==> src/design/noc_defs.svh <==
`ifndef NOC_DEFS_SVH
`define NOC_DEFS_SVH

////////////////////
// mesh geometry
////////////////////

// nodes along each axis
`define NOC_X_NODES 4
`define NOC_Y_NODES 4

// coordinate field widths
`define NOC_X_W 2
`define NOC_Y_W 2

////////////////////
// flit and buffer
////////////////////

// kind in the top two bits, rest is route or payload
`define NOC_FLIT_W 8

// entries per input buffer
`define NOC_BUF_DEPTH 4

`endif

==> src/design/noc_flit_pkg.sv <==
`default_nettype none

`include "noc_defs.svh"

package noc_flit_pkg;

   // field widths derived from the flit width
   localparam int FLIT_KIND_W    = 2;
   localparam int FLIT_PAYLOAD_W = `NOC_FLIT_W - FLIT_KIND_W;
   localparam int FLIT_SPARE_W   = `NOC_FLIT_W - FLIT_KIND_W - `NOC_Y_W - `NOC_X_W;

   // flit type in bits 7:6
   typedef enum logic [FLIT_KIND_W-1:0] {
      FLIT_BODY = 2'b00,
      FLIT_TAIL = 2'b01,
      FLIT_HDR  = 2'b10
   } flit_kind_t;

   // one flit word, two decodings
   typedef union packed {
      // header view
      struct packed {
         flit_kind_t              kind;
         logic [FLIT_SPARE_W-1:0] spare;
         logic [`NOC_Y_W-1:0]     dest_y;
         logic [`NOC_X_W-1:0]     dest_x;
      } hdr;
      // body and tail view
      struct packed {
         flit_kind_t                kind;
         logic [FLIT_PAYLOAD_W-1:0] payload;
      } body;
   } flit_u;

endpackage

`default_nettype wire

==> src/design/noc_port_pkg.sv <==
`default_nettype none

package noc_port_pkg;

   // five router ports
   localparam int NUM_PORTS  = 5;
   localparam int PORT_IDX_W = 3;

   ////////////////////
   // port numbering
   ////////////////////

   // also the bit position in a request or grant vector
   typedef enum logic [PORT_IDX_W-1:0] {
      PORT_LOCAL = 3'd0,
      PORT_EAST  = 3'd1,
      PORT_WEST  = 3'd2,
      PORT_SOUTH = 3'd3,
      PORT_NORTH = 3'd4
   } port_idx_t;

   ////////////////////
   // request vectors
   ////////////////////

   // one-hot, one bit per port
   // route requests and arbiter grants both use it
   typedef logic [NUM_PORTS-1:0] port_req_t;

endpackage

`default_nettype wire

==> src/design/noc_route_compute.sv <==
`timescale 1ns/1ns
`default_nettype none

`include "noc_defs.svh"

module noc_route_compute #(
   parameter int X_ADDR = 0,
   parameter int Y_ADDR = 0
) (
   input  wire logic [`NOC_X_W-1:0] dest_x,
   input  wire logic [`NOC_Y_W-1:0] dest_y,
   output noc_port_pkg::port_req_t  route_req
);

   import noc_port_pkg::*;

   // own position, folded into the mesh
   localparam int X_SELF = X_ADDR % `NOC_X_NODES;
   localparam int Y_SELF = Y_ADDR % `NOC_Y_NODES;

   // one extra bit for the sign
   logic signed [`NOC_X_W:0] xdiff;
   logic signed [`NOC_Y_W:0] ydiff;

   assign xdiff = $signed({1'b0, dest_x}) - $signed(X_SELF[`NOC_X_W:0]);
   assign ydiff = $signed({1'b0, dest_y}) - $signed(Y_SELF[`NOC_Y_W:0]);

   ////////////////////
   // xy decision
   ////////////////////

   // x first, then y, then deliver
   always_comb begin
      route_req = '0;
      if (xdiff[`NOC_X_W]) begin
         // destination lies to the west
         route_req[PORT_WEST] = 1'b1;
      end else if (xdiff != '0) begin
         route_req[PORT_EAST] = 1'b1;
      end else if (ydiff[`NOC_Y_W]) begin
         // smaller y is north
         route_req[PORT_NORTH] = 1'b1;
      end else if (ydiff != '0) begin
         route_req[PORT_SOUTH] = 1'b1;
      end else begin
         // arrived
         route_req[PORT_LOCAL] = 1'b1;
      end
   end

endmodule

`default_nettype wire

==> src/design/noc_input_port.sv <==
`timescale 1ns/1ns
`default_nettype none

`include "noc_defs.svh"

module noc_input_port #(
   parameter int X_ADDR = 0,
   parameter int Y_ADDR = 0
) (
   input  wire logic                   clk,
   input  wire logic                   rst_n,
   input  wire logic                   in_valid,
   input  wire logic [`NOC_FLIT_W-1:0] in_flit,
   input  wire logic                   pop,
   output logic                        head_valid,
   output logic [`NOC_FLIT_W-1:0]      head_flit,
   output noc_port_pkg::port_req_t     head_req,
   output logic                        overflow
);

   import noc_port_pkg::*;
   import noc_flit_pkg::*;

   localparam int PTR_W = $clog2(`NOC_BUF_DEPTH);
   localparam int CNT_W = $clog2(`NOC_BUF_DEPTH + 1);

   logic [`NOC_FLIT_W-1:0] mem [`NOC_BUF_DEPTH];
   logic [PTR_W-1:0]       wr_ptr;
   logic [PTR_W-1:0]       rd_ptr;
   logic [CNT_W-1:0]       count;
   logic                   full;
   logic                   push;
   logic                   do_pop;
   flit_u                  head_u;
   port_req_t              route_req;
   port_req_t              held_req;

   // wrap at depth, depth need not be a power of two
   function automatic logic [PTR_W-1:0] next_ptr(input logic [PTR_W-1:0] ptr);
      logic [PTR_W-1:0] nxt;
      nxt = (ptr == PTR_W'(`NOC_BUF_DEPTH - 1)) ? '0 : ptr + 1'b1;
      return nxt;
   endfunction

   assign full       = (count == CNT_W'(`NOC_BUF_DEPTH));
   assign head_valid = (count != '0);
   // no back-pressure, a full buffer loses the flit
   assign push       = in_valid && !full;
   assign do_pop     = pop && head_valid;

   ////////////////////
   // flit buffer
   ////////////////////

   always_ff @(posedge clk) begin
      if (push) begin
         mem[wr_ptr] <= in_flit;
      end
   end

   always_ff @(posedge clk or negedge rst_n) begin
      if (!rst_n) begin
         wr_ptr <= '0;
         rd_ptr <= '0;
         count  <= '0;
      end else begin
         if (push) begin
            wr_ptr <= next_ptr(wr_ptr);
         end
         if (do_pop) begin
            rd_ptr <= next_ptr(rd_ptr);
         end
         case ({push, do_pop})
            2'b10:   count <= count + 1'b1;
            2'b01:   count <= count - 1'b1;
            default: count <= count;
         endcase
      end
   end

   // sticky until reset
   always_ff @(posedge clk or negedge rst_n) begin
      if (!rst_n) begin
         overflow <= 1'b0;
      end else if (in_valid && full) begin
         overflow <= 1'b1;
      end
   end

   ////////////////////
   // route per packet
   ////////////////////

   assign head_flit = mem[rd_ptr];
   assign head_u    = head_flit;

   // decode the head as a header
   noc_route_compute #(
      .X_ADDR (X_ADDR),
      .Y_ADDR (Y_ADDR)
   ) i_route (
      .dest_x    (head_u.hdr.dest_x),
      .dest_y    (head_u.hdr.dest_y),
      .route_req (route_req)
   );

   // header route kept for body and tail
   always_ff @(posedge clk or negedge rst_n) begin
      if (!rst_n) begin
         held_req <= '0;
      end else if (do_pop) begin
         if (head_u.hdr.kind == FLIT_HDR) begin
            held_req <= route_req;
         end else if (head_u.hdr.kind == FLIT_TAIL) begin
            held_req <= '0;
         end
      end
   end

   // a header asks directly, later flits use the held route
   always_comb begin
      head_req = '0;
      if (head_valid) begin
         head_req = (head_u.hdr.kind == FLIT_HDR) ? route_req : held_req;
      end
   end

endmodule

`default_nettype wire

==> src/design/noc_output_arbiter.sv <==
`timescale 1ns/1ns
`default_nettype none

module noc_output_arbiter (
   input  wire logic                     clk,
   input  wire logic                     rst_n,
   input  wire noc_port_pkg::port_req_t  req,
   input  wire noc_flit_pkg::flit_kind_t head_kind [noc_port_pkg::NUM_PORTS],
   output noc_port_pkg::port_req_t       grant
);

   import noc_port_pkg::*;
   import noc_flit_pkg::*;

   // packet lock
   logic      locked;
   port_idx_t lock_idx;
   // round-robin pointer, last packet winner
   port_idx_t last_idx;
   // this cycle's winner
   port_idx_t win_idx;
   logic      win_found;

   ////////////////////
   // grant
   ////////////////////

   always_comb begin
      logic [PORT_IDX_W-1:0] cand;
      grant     = '0;
      win_idx   = lock_idx;
      win_found = 1'b0;
      cand      = '0;
      if (locked) begin
         // only the owner of the worm may go
         if (req[lock_idx]) begin
            grant[lock_idx] = 1'b1;
            win_found       = 1'b1;
         end
      end else begin
         // search starts one past the last winner
         for (int k = 1; k <= NUM_PORTS; k++) begin
            cand = PORT_IDX_W'((int'(last_idx) + k) % NUM_PORTS);
            if (!win_found && req[cand]) begin
               grant[cand] = 1'b1;
               win_idx     = port_idx_t'(cand);
               win_found   = 1'b1;
            end
         end
      end
   end

   ////////////////////
   // lock and priority
   ////////////////////

   always_ff @(posedge clk or negedge rst_n) begin
      if (!rst_n) begin
         locked   <= 1'b0;
         lock_idx <= PORT_LOCAL;
         // east is first after reset
         last_idx <= PORT_LOCAL;
      end else if (win_found) begin
         if (head_kind[win_idx] == FLIT_HDR) begin
            // hold the output for this packet
            locked   <= 1'b1;
            lock_idx <= win_idx;
         end else if (head_kind[win_idx] == FLIT_TAIL) begin
            // worm done, others get a turn
            locked   <= 1'b0;
            last_idx <= win_idx;
         end
      end
   end

endmodule

`default_nettype wire

==> src/design/noc_crossbar.sv <==
`timescale 1ns/1ns
`default_nettype none

`include "noc_defs.svh"

module noc_crossbar (
   input  wire noc_port_pkg::port_req_t grant     [noc_port_pkg::NUM_PORTS],
   input  wire logic                    clk,
   input  wire logic                    rst_n,
   input  wire logic [`NOC_FLIT_W-1:0]  head_flit [noc_port_pkg::NUM_PORTS],
   output logic [noc_port_pkg::NUM_PORTS-1:0] out_valid,
   output logic [`NOC_FLIT_W-1:0]       out_flit  [noc_port_pkg::NUM_PORTS]
);

   import noc_port_pkg::*;

   logic [`NOC_FLIT_W-1:0] sel_flit [NUM_PORTS];

   // grants are one-hot, so an or-mux is enough
   always_comb begin
      for (int o = 0; o < NUM_PORTS; o++) begin
         sel_flit[o] = '0;
         for (int i = 0; i < NUM_PORTS; i++) begin
            if (grant[o][i]) begin
               sel_flit[o] = sel_flit[o] | head_flit[i];
            end
         end
      end
   end

   // valid strobe per output
   always_ff @(posedge clk or negedge rst_n) begin
      if (!rst_n) begin
         out_valid <= '0;
      end else begin
         for (int o = 0; o < NUM_PORTS; o++) begin
            out_valid[o] <= |grant[o];
         end
      end
   end

   // flit data, loaded only on a grant
   always_ff @(posedge clk) begin
      for (int o = 0; o < NUM_PORTS; o++) begin
         if (|grant[o]) begin
            out_flit[o] <= sel_flit[o];
         end
      end
   end

endmodule

`default_nettype wire

==> src/design/noc_router.sv <==
`timescale 1ns/1ns
`default_nettype none

`include "noc_defs.svh"

module noc_router #(
   parameter int X_ADDR = 0,
   parameter int Y_ADDR = 0
) (
   input  wire logic                           clk,
   input  wire logic                           rst_n,
   input  wire logic [noc_port_pkg::NUM_PORTS-1:0] in_valid,
   input  wire logic [`NOC_FLIT_W-1:0]         in_flit   [noc_port_pkg::NUM_PORTS],
   output logic [noc_port_pkg::NUM_PORTS-1:0]  out_valid,
   output logic [`NOC_FLIT_W-1:0]              out_flit  [noc_port_pkg::NUM_PORTS],
   output logic [noc_port_pkg::NUM_PORTS-1:0]  overflow
);

   import noc_port_pkg::*;
   import noc_flit_pkg::*;

   // per input port
   logic [NUM_PORTS-1:0]   head_valid;
   logic [`NOC_FLIT_W-1:0] head_flit [NUM_PORTS];
   port_req_t              head_req  [NUM_PORTS];
   flit_kind_t             head_kind [NUM_PORTS];
   logic [NUM_PORTS-1:0]   pop;
   // grants seen from the input side
   port_req_t              grant_in  [NUM_PORTS];

   // per output port, bit i is input i
   port_req_t              arb_req   [NUM_PORTS];
   port_req_t              grant     [NUM_PORTS];

   ////////////////////
   // input ports
   ////////////////////

   for (genvar g = 0; g < NUM_PORTS; g++) begin : g_in
      noc_input_port #(
         .X_ADDR (X_ADDR),
         .Y_ADDR (Y_ADDR)
      ) i_in (
         .clk        (clk),
         .rst_n      (rst_n),
         .in_valid   (in_valid[g]),
         .in_flit    (in_flit[g]),
         .pop        (pop[g]),
         .head_valid (head_valid[g]),
         .head_flit  (head_flit[g]),
         .head_req   (head_req[g]),
         .overflow   (overflow[g])
      );

      // kind field for the arbiters
      assign head_kind[g] = flit_kind_t'(head_flit[g][`NOC_FLIT_W-1 -: FLIT_KIND_W]);
      // at most one output grants an input
      assign pop[g] = |grant_in[g];
   end

   // requests to outputs, grants back to inputs
   for (genvar o = 0; o < NUM_PORTS; o++) begin : g_xpose_o
      for (genvar i = 0; i < NUM_PORTS; i++) begin : g_xpose_i
         assign arb_req[o][i]  = head_valid[i] & head_req[i][o];
         assign grant_in[i][o] = grant[o][i];
      end
   end

   ////////////////////
   // output arbiters
   ////////////////////

   for (genvar g = 0; g < NUM_PORTS; g++) begin : g_arb
      noc_output_arbiter i_arb (
         .clk       (clk),
         .rst_n     (rst_n),
         .req       (arb_req[g]),
         .head_kind (head_kind),
         .grant     (grant[g])
      );
   end

   // switch, one register stage
   noc_crossbar i_xbar (
      .grant     (grant),
      .clk       (clk),
      .rst_n     (rst_n),
      .head_flit (head_flit),
      .out_valid (out_valid),
      .out_flit  (out_flit)
   );

endmodule

`default_nettype wire

==> config.mk <==
export PLATFORM = sky130hd
export DESIGN_NAME = noc_router
export DESIGN_NICKNAME = d
export VERILOG_FILES = /design/src/design/noc_flit_pkg.sv /design/src/design/noc_port_pkg.sv /design/src/design/noc_route_compute.sv /design/src/design/noc_input_port.sv /design/src/design/noc_output_arbiter.sv /design/src/design/noc_crossbar.sv /design/src/design/noc_router.sv
export VERILOG_INCLUDE_DIRS = /design/src /design/src/design
export SDC_FILE = /design/constraint.sdc
export NUM_CORES = 1
export LEC_CHECK = 0
export BUFFER_PORTS_ARGS = -buffer_cell sky130_fd_sc_hd__buf_2
export CORE_MARGIN = 2
export CORE_UTILIZATION = 40
export DETAILED_ROUTE_END_ITERATION = 7
export GPL_ROUTABILITY_DRIVEN = 0
export PLACE_DENSITY = 0.66
export SYNTH_ARGS = -nofsm -noshare
export SYNTH_HDL_FRONTEND = slang
export SYNTH_SLANG_ARGS = --single-unit
==> constraint.sdc <==
create_clock -name clk -period 9.9 [get_ports clk]
set_clock_uncertainty 0.2 [all_clocks]
set_input_delay 0.495 -clock clk [delete_from_list [all_inputs] [get_ports clk]]
set_output_delay 0.495 -clock clk [all_outputs]
set_load 0.1 [all_outputs]
==> results.yml, run 1 <==
floorplan:
  die_height_um: 222.1
  start_util: 0.4070
  io_pins: 97
  chipWidth_um: 222.1
  coreArea_sq_um: 46750
  dieArea_sq_um: 49340
  row_count: 79
final_layout:
  area_delta_synth_final_pct: 9.994
  drive_above_1_share: 0.1476
  diodes: 0
  final_net_count: 2027
  final_area_sq_um: 20930
  fin_util: 0.4477
global_route:
  grt_pass1_vias: 14770
  grt-ovfl-total: 0
  antenna_found_initial: 1
  grt_first_pass_wirelength_um: 80940
  grt_use_total: 0.2005
  grt_max_degree: 57
hold_path:
  hp-class: "input port to flop"
  hold_depth: 2
  worstHoldStart: "in_valid[0]"
  hold_end: "g_in[0].i_in.overflow"
critical_path:
  start_kind: "flop"
  r2r-end: "g_in[3].i_in.count[2]"
  worstSetupEndpointType: "flop"
  reg2regPathDepth: 28
  r2r_start: "g_arb[0].i_arb.last_idx[0]"
  cp_max_fo: 29
  critPathSlowestCell: "a222oi_1"
  r2r_slack_ns: 1.72
  critPathRequiredTime_ns: 10.16
  cpMostUsedCell: "inv_1"
  cp.arrival_ns: 8.43
  crit_start: "g_arb[0].i_arb.last_idx[0]"
  crit_path_max_incr_delay_ns: 1.09
  path_class: "flop to flop"
clocking:
  clkLatencyLatePin_ns: 0.54
  cts_tree: "done"
  cts_resized: 0
  path_clk_slew_ns: 0.07
  numCtsBuffers: 24
  cts_sinks: 263
  h-tree-depth: 1
  clock_path_buffers: 3
  cts_root_buf: "clkbuf_16"
timing:
  max_slew.worst_pin.slew_ns: 1.283
  min_period_ns: 8.178
  setup_tns_ns: 0
  finalHoldViolCount: 0
  max_freq_mhz: 122.3
  rsz0062_at_grt: "false"
  slew_headroom: 0.1444
  fin_crit_sh: 0.8261
  slew_violations: 0
  setup_violations: 0
run:
  maxCapViolCount: 0
yosys:
  yosysWarnings: 0
  synth_most_common_cell: "edfxtp_1"
  netlist_top_cells_area: "edfxtp_1 29%, dfrtp_1 10%, ha_1 7.6%"
  synthSimpleGateAreaFrac: 0.1469
  syn_area_sq_um: 19030
  avgSynthCellArea_sq_um: 10.63
  synth_cell_types: 125
  synth-xor-area-share: 0.02472
  synth_edf_count: 184
  synth_adder_area_share: 0.08087
  synth-compound-area-share: 0.2013
  synth_common_cells: "184 x edfxtp_1, 131 x nand2_1, 115 x ha_1, 102 x inv_1, 93 x nor2_1"
  synth_top_area_share: 0.2904
  synth.mux.area_fraction: 0.09698
  synth_top_family_by_area: "compound AO/OA/AOI/OAI gates"
  yosys.area.top_type: "edfxtp_1"
  async_flop_share: 0.3004
  synth_seq_cells: 263
  synth_cells: 1791
  ys.flop_type: "edfxtp_1"
  synth-seq-area-share: 0.3942
detailed_routing:
  first_pass_iters: 7
  drtIter0Drc: 1554
  via_count: 15320
  viasPerCell: 6.166
  wl_per_cell_um: 20.30
  wl_um: 50430
  antenna_left: 0
  drc: 0
placement:
  io_buffers: 78
  hpwl_um: 37280
  placed_area_sq_um: 19680
outcome:
  status: "completed"
## worst max-delay path: cells and delay by family (launching register included)
kind / cells / cell delay [ns]
adder cells (fa/ha/maj): 5 / 1.72
AND/OR/NAND/NOR: 5 / 0.99
XOR/XNOR: 4 / 0.91
buffers and inverters: 7 / 1.35
flip-flops: 1 / 0.32
multiplexers: 1 / 0.14
AO/OA/AOI/OAI: 6 / 2.47
## placed cells by master (no fill, tap or decap), types with 18 or more instances in the layout
cell,n
a31oi_1,23
buf_2,77
nand2_1,131
a22oi_1,31
nand2b_1,26
clkbuf_16,25
and3_1,36
o21a_1,26
edfxtp_1,184
mux2i_1,43
a222oi_1,25
nor2_1,93
o21ai_0,74
dfrtp_1,79
inv_1,102
conb_1,18
or3_1,30
nor2b_1,19
a21oi_1,60
dlygate4sd3_1,41
mux2_2,28
nand3_1,29
mux4_2,42
ha_1,115
xnor2_1,31
nor3_1,59
## registers in the layout, summed over array words and instances, names as in the netlist
name,cells
g_in.i_in.rd_ptr,10
g_in.i_in.overflow,5
g_in.i_in.held_req,15
g_in.i_in.wr_ptr,10
g_arb.i_arb.lock_idx,9
g_in.i_in.mem,160
g_in.i_in.count,15
i_xbar.out_valid,3
g_arb.i_arb.last_idx,9
i_xbar.out_flit,24
g_arb.i_arb.locked,3
## through the flow
stage	hold slack, ns	worst slack (ns)	cells
detailed placement	0.2194	1.999	2400
finish	0.05374	1.722	2484
CTS	0.03491	1.967	2484
floorplan	-0.0005910	3.290	1808
global placement	0.2141	2.258	2400
global route	0.04967	1.181	2484
## area by class of cell
type	count	area, sq um
fill	4293	25820
tap	607	759.5
sequential	263	7502
clock inverter	17	211.5
clock buffer	26	629.4
inverter	111	417.9
multi-input combinational	1333	10550
timing repair buffer	127	863.3
## cell families (layout without fill, tap and decap cells)
kind of cell               count (synthesis)  count (layout)
AOI/OAI and AO/OA                        491             491
xor gates and xnor gates                  49              49
adders and majority gates                120             120
buffers and inverters                    212             281
DFF                                      263             263
muxes                                    125             125
other                                      1              18
and+or+nand+nor                          530             530
## worst max path at each step
stage / endpoint / cells past startpoint
final: g_in[3].i_in.count[2] / 28
after floorplan: g_arb[3].i_arb.locked / 28
after CTS: g_in[0].i_in.count[1] / 26
after global placement: g_in[3].i_in.count[2] / 28
after global routing: g_in[3].i_in.count[2] / 28
after detailed placement: g_arb[0].i_arb.locked / 25
## layer usage
metal | track usage | routed length, um | up-vias
met5 | 0 | 0 | -
met4 | 0.08849 | 2017 | 0
met3 | 0.02438 | 3488 | 124
met2 | 0.3224 | 23140 | 655
met1 | 0.2723 | 21780 | 7522
li1 | - | - | 7016
## timing repair
item	CTS	global route
setup buffers	0	0
setup endpoints to repair	0	0
hold endpoints to repair	183	0
hold buffers	41	0
Power of run 1 is not shown: default switching activity piles up to over one toggle a cycle in this logic, so the estimate is an artifact.
==> inputs of run 2 (changes only) <==
ABC_AREA = 1   (was not set)
clock period = 8.5 ns   (was 9.9 ns; I/O delays follow)
==> results.yml, run 2 <==
critical_path:
  critPathRequiredTime_ns: 8.72
  worstSetupEndpointType: "flop"
  cpMostUsedCell: "nand2_1"
  cp.arrival_ns: 6.65
  cp_max_fo: 19
  critPathSlowestCell: "dfrtp_1"
  start_kind: "flop"
  path_class: "flop to flop"
  crit_path_max_incr_delay_ns: 0.86
final_layout:
  fillers: 4606
  final_area_sq_um: 21400
  area_delta_synth_final_pct: 10.78
  layout_common_cells: "693 x nand2_1, 299 x inv_1, 252 x nand3_1"
  largest_register_ff_count: 160
  diodes: 0
  largestRegisters: "g_in.i_in.mem: 160 flops, i_xbar.out_flit: 24 flops"
  top_register: "g_in.i_in.mem"
  mostFrequentLayoutCell: "nand2_1"
  final_net_count: 2754
  drive_above_1_share: 0.1458
yosys:
  synth_cells: 2481
  synth_most_common_cell: "nand2_1"
  syn_area_sq_um: 19310
  synth_common_cells: "693 x nand2_1, 299 x inv_1, 252 x nand3_1, 191 x nor2_1, 184 x edfxtp_1"
  synth_cell_types: 64
  async_flop_share: 0.3004
  yosysWarnings: 0
  synth_edf_count: 184
  ys.flop_type: "edfxtp_1"
  synth_seq_cells: 263
  netlist_top_cells_area: "edfxtp_1 29%, nand2_1 13%, dfrtp_1 10%"
  avgSynthCellArea_sq_um: 7.785
  synth_top_area_share: 0.2861
  yosys.area.top_type: "edfxtp_1"
  synth-seq-area-share: 0.3884
outcome:
  status: "completed"
timing:
  max_slew.worst_pin.slew_ns: 1.128
  slew_violations: 0
  min_period_ns: 6.423
  timing.hold.ws_ns: 0.01857
  setup_tns_ns: 0
  slew_headroom: 0.2427
  fin_crit_sh: 0.7556
  max_freq_mhz: 155.7
  finalHoldViolCount: 0
  setup_violations: 0
  rsz0062_at_grt: "false"
clocking:
  cts_root_buf: "clkbuf_16"
  path_clk_slew_ns: 0.06
  clock_path_buffers: 3
  cts_tree: "done"
  numCtsBuffers: 26
  h-tree-depth: 1
  cts_sinks: 263
  clkLatencyLatePin_ns: 0.55
detailed_routing:
  viasPerCell: 5.192
  via_count: 16720
  first_pass_iters: 7
  antenna_left: 0
  drtIter0Drc: 1197
  wl_um: 50370
  wl_per_cell_um: 15.64
  drc: 0
floorplan:
  start_util: 0.4045
  row_count: 80
  coreArea_sq_um: 47750
  chipWidth_um: 223.7
  dieArea_sq_um: 50060
  io_pins: 97
  die_height_um: 223.7
placement:
  placed_area_sq_um: 20080
  io_buffers: 78
  hpwl_um: 38330
global_route:
  grt_use_total: 0.1981
  grt-ovfl-total: 0
  grt_max_degree: 44
  grt_pass1_vias: 15840
  antenna_found_initial: 0
  grt_first_pass_wirelength_um: 80630
run:
  maxCapViolCount: 0
hold_path:
  hp-class: "input port to flop"
-- run 2: cell types whose count changed in the layout (fill, tap and decap cells not counted), moves of 42 or more --
cell / change
nand3_1: +223
mux4_2: -42
mux2i_1: -43
nor2_1: +98
inv_1: +197
nand2_1: +562
nand2_2: +77
-- run 2: per-stage QoR --
stage                     utilization  setup slack, ns  cells
after floorplan                     -            3.211   2498
after global placement         0.4206            2.373   3129
after detailed placement       0.4206            2.130   3129
after CTS                      0.4481            2.099   3221
after global routing           0.4481            1.432   3221
final                          0.4481            2.077   3221
-- run 2: critical path, delay by kind of cell, from the launching register on --
| family | cells | cell delay (ns) |
|---|---|---|
| AO/OA/AOI/OAI | 2 | 0.31 |
| XOR/XNOR | 1 | 0.16 |
| buffers and inverters | 4 | 0.64 |
| adder cells (fa/ha/maj) | 5 | 1.50 |
| flip-flops | 1 | 0.86 |
| AND/OR/NAND/NOR | 19 | 2.63 |
-- run 2: final timing paths --
kind / start / end / slack (ns) / depth (start not counted)
worst max-delay path: g_arb[0].i_arb.last_idx[0] / g_in[0].i_in.count[2] / 2.08 / 31
worst min-delay path: in_valid[2] / g_in[2].i_in.overflow / 0.02 / 2
worst max register to register: g_arb[0].i_arb.last_idx[0] / g_in[0].i_in.count[2] / 2.08 / 31
worst min register to register: g_in[1].i_in.held_req[3] / g_in[1].i_in.held_req[3] / 0.27 / 2
max in group asynchronous: rst_n / g_arb[3].i_arb.last_idx[0] / 6.92 / 3
min in group asynchronous: rst_n / g_in[2].i_in.wr_ptr[0] / 0.20 / 2
-- run 2: area by class of cell --
| type | count | area [sq um] | share of cell area |
|---|---|---|---|
| Sequential cell | 263 | 7502 | 0.3506 |
| Clock inverter | 13 | 153.9 | 0.007193 |
| Multi-Input combinational cell | 1814 | 10040 | 0.4692 |
| Clock buffer | 34 | 711.9 | 0.03327 |
| Inverter | 356 | 1355 | 0.06333 |
| Timing Repair Buffer | 126 | 865.8 | 0.04047 |
| Tap cell | 615 | 769.5 | 0.03596 |
-- run 2: cells by family (layout without fill, tap and decap cells) --
kind of cell,Yosys count,count (layout),synth area share
other cells,1,18,0.0001942
xor+xnor,27,27,0.01360
compound gates,260,260,0.08292
buf+inv,421,529,0.09516
simple gates,1389,1389,0.3400
flops,263,263,0.3884
fa+ha+maj,120,120,0.07968
-- run 2: repair_timing --
| item | CTS | global route |
|---|---|---|
| buffers inserted | 0 | 0 |
| resized for setup | 0 | 0 |
| hold endpoints to repair | 200 | 0 |
| hold buffers | 45 | 0 |
-- run 2: layer usage --
metal  track usage  wire [um]  vias up
met4       0.06022       1348        0
met1        0.2592      21770     7820
met2        0.3360      23800      524
li1              -          -     8288
met3       0.03318       3453       92
met5             0          0        -
Power of run 2 is left out for the same reason.
